--- src/bpu_cfg_pkg.sv ---
package bpu_cfg_pkg;

    // table sizes
    localparam int BIMODAL_ENTRIES = 512;
    localparam int BTB_ENTRIES     = 256;

    // index and tag widths, tied to fixed pc bit fields
    localparam int BIMODAL_IDX_W = 9;   // pc[9:1]
    localparam int BTB_IDX_W     = 8;   // pc[9:2]
    localparam int BTB_TAG_W     = 22;  // pc[31:10]

    // counter reset value, weakly not taken
    localparam logic [1:0] CTR_INIT = 2'd1;

    // bimodal counter index
    typedef logic [BIMODAL_IDX_W-1:0] bimodal_idx_t;

    // btb set index
    typedef logic [BTB_IDX_W-1:0] btb_idx_t;

    // btb tag, upper pc bits
    typedef logic [BTB_TAG_W-1:0] btb_tag_t;

    // 2-bit saturating counter
    // 0 strong not taken .. 3 strong taken
    typedef logic [1:0] ctr_t;

endpackage

--- src/rv_inst_pkg.sv ---
package rv_inst_pkg;

    localparam int XLEN = 32;

    typedef logic [XLEN-1:0] addr_t;   // pc or branch target
    typedef logic [31:0]     inst_t;   // raw instruction word
    typedef logic [6:0]      opcode_t; // major opcode, inst[6:0]

    // control transfer opcodes
    localparam opcode_t OPC_BRANCH = 7'b1100011;
    localparam opcode_t OPC_JAL    = 7'b1101111;
    localparam opcode_t OPC_JALR   = 7'b1100111;

    // instruction kind as seen by the predictor
    typedef logic [1:0] kind_t;

    localparam kind_t KIND_NONE = 2'd0; // not a control transfer
    localparam kind_t KIND_COND = 2'd1; // conditional branch
    localparam kind_t KIND_JAL  = 2'd2;
    localparam kind_t KIND_JALR = 2'd3; // includes ret

endpackage

--- src/bpu_decode_stage.sv ---
`timescale 1ns/1ps

module bpu_decode_stage (
    input  logic                       clk,
    input  logic                       rst,
    input  logic                       req_valid_i,
    input  rv_inst_pkg::addr_t         req_pc_i,
    input  rv_inst_pkg::inst_t         req_inst_i,
    input  logic                       s2_ready_i,
    output logic                       req_ready_o,
    output logic                       s1_valid_o,
    output rv_inst_pkg::addr_t         s1_pc_o,
    output rv_inst_pkg::kind_t         s1_kind_o,
    output rv_inst_pkg::addr_t         s1_imm_target_o,
    output bpu_cfg_pkg::bimodal_idx_t  s1_bm_idx_o,
    output bpu_cfg_pkg::btb_idx_t      s1_btb_idx_o,
    output bpu_cfg_pkg::btb_tag_t      s1_btb_tag_o
);

    rv_inst_pkg::opcode_t opcode;
    rv_inst_pkg::kind_t   kind;
    rv_inst_pkg::addr_t   b_imm;
    rv_inst_pkg::addr_t   j_imm;
    rv_inst_pkg::addr_t   imm_target;
    logic                 accept;

    assign opcode = req_inst_i[6:0];

    // sign extended immediates
    assign b_imm = {{20{req_inst_i[31]}}, req_inst_i[7], req_inst_i[30:25],
                    req_inst_i[11:8], 1'b0};
    assign j_imm = {{12{req_inst_i[31]}}, req_inst_i[19:12], req_inst_i[20],
                    req_inst_i[30:21], 1'b0};

    always_comb begin
        case (opcode)
            rv_inst_pkg::OPC_BRANCH: kind = rv_inst_pkg::KIND_COND;
            rv_inst_pkg::OPC_JAL:    kind = rv_inst_pkg::KIND_JAL;
            rv_inst_pkg::OPC_JALR:   kind = rv_inst_pkg::KIND_JALR; // ret handled the same way
            default:                 kind = rv_inst_pkg::KIND_NONE;
        endcase
    end

    // jalr target depends on rs1, so only pc+4 is known here
    always_comb begin
        case (kind)
            rv_inst_pkg::KIND_COND: imm_target = req_pc_i + b_imm;
            rv_inst_pkg::KIND_JAL:  imm_target = req_pc_i + j_imm;
            default:                imm_target = req_pc_i + 32'd4;
        endcase
    end

    // one entry stage, may refill in the cycle it drains
    assign req_ready_o = !s1_valid_o || s2_ready_i;
    assign accept      = req_valid_i && req_ready_o;

    always_ff @(posedge clk or posedge rst) begin
        if (rst) begin
            s1_valid_o <= 1'b0;
        end else if (req_ready_o) begin
            s1_valid_o <= req_valid_i;
        end
    end

    always_ff @(posedge clk) begin
        if (accept) begin
            s1_pc_o         <= req_pc_i;
            s1_kind_o       <= kind;
            s1_imm_target_o <= imm_target;
            s1_bm_idx_o     <= req_pc_i[bpu_cfg_pkg::BIMODAL_IDX_W:1];
            s1_btb_idx_o    <= req_pc_i[bpu_cfg_pkg::BTB_IDX_W+1:2];
            s1_btb_tag_o    <= req_pc_i[rv_inst_pkg::XLEN-1:rv_inst_pkg::XLEN-bpu_cfg_pkg::BTB_TAG_W];
        end
    end

endmodule

--- config.mk ---
export PLATFORM = sky130hd
export DESIGN_NAME = bpu_decode_stage
export DESIGN_NICKNAME = d
export VERILOG_FILES = /design/src/bpu_cfg_pkg.sv /design/src/rv_inst_pkg.sv /design/src/bpu_decode_stage.sv
export SDC_FILE = /design/constraint.sdc
export NUM_CORES = 1
export LEC_CHECK = 0
export ABC_CLOCK_PERIOD_IN_PS = 2950
export BUFFER_PORTS_ARGS = -buffer_cell sky130_fd_sc_hd__clkbuf_2
export CORE_MARGIN = 10
export CORE_UTILIZATION = 52
export DETAILED_ROUTE_END_ITERATION = 10
export PLACE_DENSITY = 0.87
export SYNTH_ARGS = -nofsm -noshare
export SYNTH_HDL_FRONTEND = slang
export SYNTH_SLANG_ARGS = --single-unit
export TNS_END_PERCENT = 30
--- constraint.sdc ---
create_clock -name clk -period 2.95 [get_ports clk]
set_input_delay 0.4425 -clock clk [delete_from_list [all_inputs] [get_ports clk]]
set_output_delay 0.4425 -clock clk [all_outputs]
set_load 0.03 [all_outputs]
After elaboration in Yosys (flattened, before gate mapping)
Index checks and enable logic that the tools add are counted. Widths: inputs -> output; s select.

Add/subtract/negate cells: 3. Equal/unequal tests: 5. Multiplexer cells: 2. Reduce and logical (&&, ||, !) cells: 3.

Operator list (count): $add 32x32->32 (2); $pmux 32 s2 (1); $add 32x3->32 const B (1); $eq 7x7->1 const B (3); $pmux 2 s3 (1); $eq 2x1->1 const B (1); $eq 2x2->1 const B (1); $logic_and 1x1->1 (1); $logic_not 1->1 (1); $logic_or 1x1->1 (1).

Register bits: 106. Output and inout port bits: 107.

Depth between registers and ports, before layout
Depth in word-level cells: 4. Depth in mapped cells: 15. Depth with buffers taken out: 14.

Least setup slack after synthesis
Ideal clock, no wire load.

Kind: input to register. Start point: input req_inst_i[5]. End point: register s1_imm_target_o[31], data pin. Arrival time: 3.484 ns. Required time: 2.684 ns. Slack: -0.800 ns. Stages: 14. Path buffers: 1. Cell sequence: nor2b_1 nand4_1 or2_2 ha_1 clkbuf_1 mux2_2 fa_1 a21oi_1 o221ai_2 a211oi_2 nor3_2 o31a_2 o31ai_2 xor2_1.

Word-level cells in the longest chain between the ends: 4.

Ends and longest elaborated chain: start: declaration (line bpu_decode_stage.sv:8) `input rv_inst_pkg::inst_t req_inst_i,`; $eq 7x7->1 (line bpu_decode_stage.sv:36) `case (opcode)`; $pmux 2 s3 (*) (line bpu_decode_stage.sv:36); $eq 2x2->1 or $eq 2x1->1 (tied branches) (line bpu_decode_stage.sv:46) `case (kind)`; $pmux 32 s2 (*) (line bpu_decode_stage.sv:46); net imm_target[31] (line bpu_decode_stage.sv:24) `rv_inst_pkg::addr_t imm_target;`; end signal: assignment (line bpu_decode_stage.sv:69) `s1_imm_target_o <= imm_target;`; end: declaration (line bpu_decode_stage.sv:14) `output rv_inst_pkg::addr_t s1_imm_target_o,`.

The timed path passes the listed nets; every way through them passes the cells marked *. A chain may end at the register's enable or synchronous reset.

Worst setup path after layout
Start point: input req_inst_i[4]. End point: register s1_imm_target_o[27], data pin.

The elaborated chain is that of the path after synthesis.

==> flow_metrics.py <==
metrics = {
    "synth": {
        "syn_nets": 644,
        "yosys_register_bits": 66,
        "syn_inst": 541,
        "synth_compound_area_frac": 0.155,
        "synth-edff-count": 65,
        "yosysWarnings": 0,
        "synthSimpleGateAreaFrac": 0.184,
        "synth.yosys.seq_area_share": 0.386,
        "synth-async-reset-ratio": 0.0152,
        "synth.distinct_cells": 68,
        "synthAdderAreaFrac": 0.0870,
        "synth-xor-area-share": 0.0804,
        "synth_area_mm2": 0.00512,
        "synth.avg_cell_area_um2": 9.47,
        "synth_top_family_by_area": "simple AND/OR/NAND/NOR gates",
        "synth_flop_cell": "edfxtp_1",
        "yosys-mux-area-fraction": 0.0210,
    },
    "drt": {
        "wl_mm": 16.7,
        "drt-initial-drc-count": 348,
        "wire_per_inst_um": 19.1,
        "final_antenna_net_count": 0,
        "via_per_inst": 5.59,
        "num_vias": 4905,
        "route.detailed.drc": 0,
        "drtPass1Iterations": 5,
    },
    "sta": {
        "fmaxAchievable_ghz": 0.306,
        "setup_tns_ns": -4.03,
        "setup_violations": 22,
        "fin_ws_ns": -0.317,
        "timing.final.max_slew_violations": 0,
        "fin_hold_ws_ns": 0.268,
        "rsz0062_at_grt": "true",
        "period_needed_ns": 3.27,
        "worstMarginPinSlew_ns": 0.578,
        "clock_skew_ns": 0.00606,
        "finalCritPeriodShare": 1.11,
        "relSlewSlack": 0.614,
        "finalHoldViolations": 0,
    },
    "pwr": {
        "clkPwrFrac": 0.254,
        "switching_share": 0.352,
        "power.switching_uw": 1040,
        "p_seq_frac": 0.379,
        "p_leak_uw": 0.00300,
        "power.density_mw_per_mm2": 426,
        "internal_power_uw": 1910,
        "ir_worst_vdd_v": 0.000230,
        "pwr-share-comb": 0.367,
    },
    "global_route": {
        "grt_pass1_vias": 5135,
        "grt_max_degree": 44,
        "overflow": 0,
        "antenna_found_initial": 0,
        "grt_pass1_wl_mm": 26.4,
        "grtUsageTotal": 0.224,
    },
    "place": {
        "port_buffers": 174,
        "place_hpwl_mm": 12.8,
        "placedCellCount": 854,
        "gp_congestion": 0.954,
        "dpl_cell_area_mm2": 0.00626,
    },
    "job": {
        "drv_cap": 0,
    },
    "finish": {
        "multi_input_area_mm2": 0.00312,
        "nets": 843,
        "drive_gt1_frac": 0.452,
        "final_area_mm2": 0.00693,
        "nFillCells": 700,
        "layout_commonest_cell": "clkbuf_2",
        "final_cell_mix": "clkbuf_2, nand2_1, edfxtp_1, buf_4",
        "stdcell_count": 878,
        "area_growth_pct": 35.4,
        "ff_latch_area_mm2": 0.00198,
        "utilization": 0.716,
        "diodes": 0,
    },
    "critical_path": {
        "cp-start-kind": "input port",
        "cpPeakStageDelay_ns": 0.36,
        "slowest_stage": "fa_2",
        "setup.worst_path.end_class": "flip-flop",
        "crit_arrival_ns": 3.36,
        "worstPathMaxFanout": 3,
        "cp_data_required_time_ns": 3.04,
        "crit_buf_inv": 2,
        "worstPathCellList": "buf_6 > nor2b_4 > nand4_1 > or2_4 > ha_4 > mux2_4 > ha_4 > fa_2 > a21oi_4 > o221ai_4 > a211oi_2 > buf_4 > o31ai_2 > a31oi_1 > xor2_1 > o21ai_1",
        "crit_top_cell": "ha_4",
        "crit_family": "compound AO/OA/AOI/OAI gates",
        "crit_type": "input port to flip-flop",
    },
    "clocking": {
        "cts.sinks": 66,
        "path_clk_slew_ns": 0.08,
        "htree_levels": 3,
        "cts_tree": "done",
        "cts_buffer_depth": 2,
        "cts_root_buf": "clkbuf_8",
        "numCtsBuffers": 9,
        "clk_latency_ns": 0.35,
    },
    "run_status": {
        "violations": "negative setup slack",
        "outcome": "finished with violations",
    },
    "floorplanning": {
        "die_area_mm2": 0.0142,
        "rows": 36,
        "io_pins": 175,
        "chipWidth_um": 119,
        "die_h_um": 119,
        "start_util": 0.529,
        "core_area_mm2": 0.00968,
    },
    "min_path": {
        "min_path_type": "input port to flip-flop",
    },
}
==> Yosys cell counts, drive strengths merged (3+ instances only) <==
cell type  instances  area (µm²)
buf               45         344
and2               9        60.1
xor2              18         158
a211oi             4        35.0
ha                34         425
o21bai             3        22.5
nor3b              3        22.5
edfxtp            65        1950
a21o               7        52.6
nand3             17        85.1
or2                5        31.3
o31ai              5        52.6
nand4             14        93.8
nor2              29         109
clkbuf            10        47.5
nor3               8        45.0
o21ai             37         193
mux2               6        67.6
xnor2             29         254
o21a               5        37.5
o22ai              5        31.3
nand2b             6        37.5
mux2i              4        40.0
and3               7        43.8
inv               12        45.0
a31oi              4        25.0
a21oi             34         170
nand2             80         303
nor2b              5        36.3
==> final cells by class <==
| cell class | count | area share |
|---|---|---|
| Timing Repair Buffer | 243 | 0.207 |
| Multi-Input combinational cell | 407 | 0.450 |
| Sequential cell | 66 | 0.285 |
| Clock inverter | 6 | 0.00830 |
| Tap cell | 133 | 0.0240 |
| Inverter | 13 | 0.00722 |
| Clock buffer | 10 | 0.0184 |
==> metrics by stage <==
stage / worst slack (ns) / total power (µW)
after floorplan: -0.557 / 1760
after global placement: -0.642 / 2070
after detailed placement: -0.804 / 2090
after CTS: -0.306 / 2880
after global routing: -0.530 / 3100
final: -0.317 / 2960
==> worst paths after layout <==
| check | slack (ns) | endpoint | cells after the start | start |
|---|---|---|---|---|
| min reg2reg | 0.55 | s1_valid_o$_DFFE_PP0N_ | 2 | s1_valid_o$_DFFE_PP0N_ |
| min in group asynchronous | 0.44 | s1_valid_o$_DFFE_PP0N_ | 3 | rst |
| min | 0.27 | s1_pc_o[0]$_DFFE_PP_ | 1 | req_pc_i[0] |
| max in group asynchronous | 2.42 | s1_valid_o$_DFFE_PP0N_ | 3 | rst |
| max | -0.32 | s1_imm_target_o[27]$_DFFE_PP_ | 16 | req_inst_i[4] |
| max reg2reg | 1.17 | s1_imm_target_o[13]$_DFFE_PP_ | 3 | s1_valid_o$_DFFE_PP0N_ |
==> what timing repair did <==
item                                   in CTS  in global routing
gates resized for setup                    33                 40
gates cloned                                0                  0
setup endpoints to repair                  23                 23
buffers inserted                            6                  2
endpoints found under the hold margin       1                  0
pin swaps                                  24                 24
hold buffers                                1                  0
==> state kept, by name (all words and copies together), names as in the netlist <==
register and cells:
s1_imm_target_o 31, s1_valid_o 1, s1_pc_o 32, s1_kind_o 2
==> worst register-to-register path: stages (launching register included) <==
cell	delay, ns
dfrtp_1	0.38
nand2b_1	0.11
and2_2	0.53
buf_4	0.43
==> routing by layer <==
| metal | wire length, µm | vias to the layer above | part of all wire | global-route usage |
|---|---|---|---|---|
| met1 | 6530 | 2317 | 0.39 | 0.267 |
| met4 | 541 | 0 | 0.032 | 0.0878 |
| li1 | - | 2329 | - | - |
| met5 | 0 | - | 0 | 0 |
| met2 | 8440 | 215 | 0.50 | 0.385 |
| met3 | 1220 | 44 | 0.073 | 0.0515 |
==> cell families after synthesis <==
| family | Yosys count |
|---|---|
| DFF | 66 |
| AOI/OAI and AO/OA | 123 |
| muxes | 10 |
| buffers and inverters | 68 |
| and+or+nand+nor | 192 |
| adders and majority gates | 35 |
| xor gates and xnor gates | 47 |
==> power by group through the flow <==
stage | Clock, µW | Combinational, µW | Sequential (µW)
floorplan | 0 | 514 | 1250
global placement | 0 | 927 | 1140
detailed placement | 0 | 946 | 1140
CTS | 755 | 1010 | 1120
global route | 803 | 1170 | 1130
finish | 751 | 1080 | 1120
(Power assumes the default switching activity.)
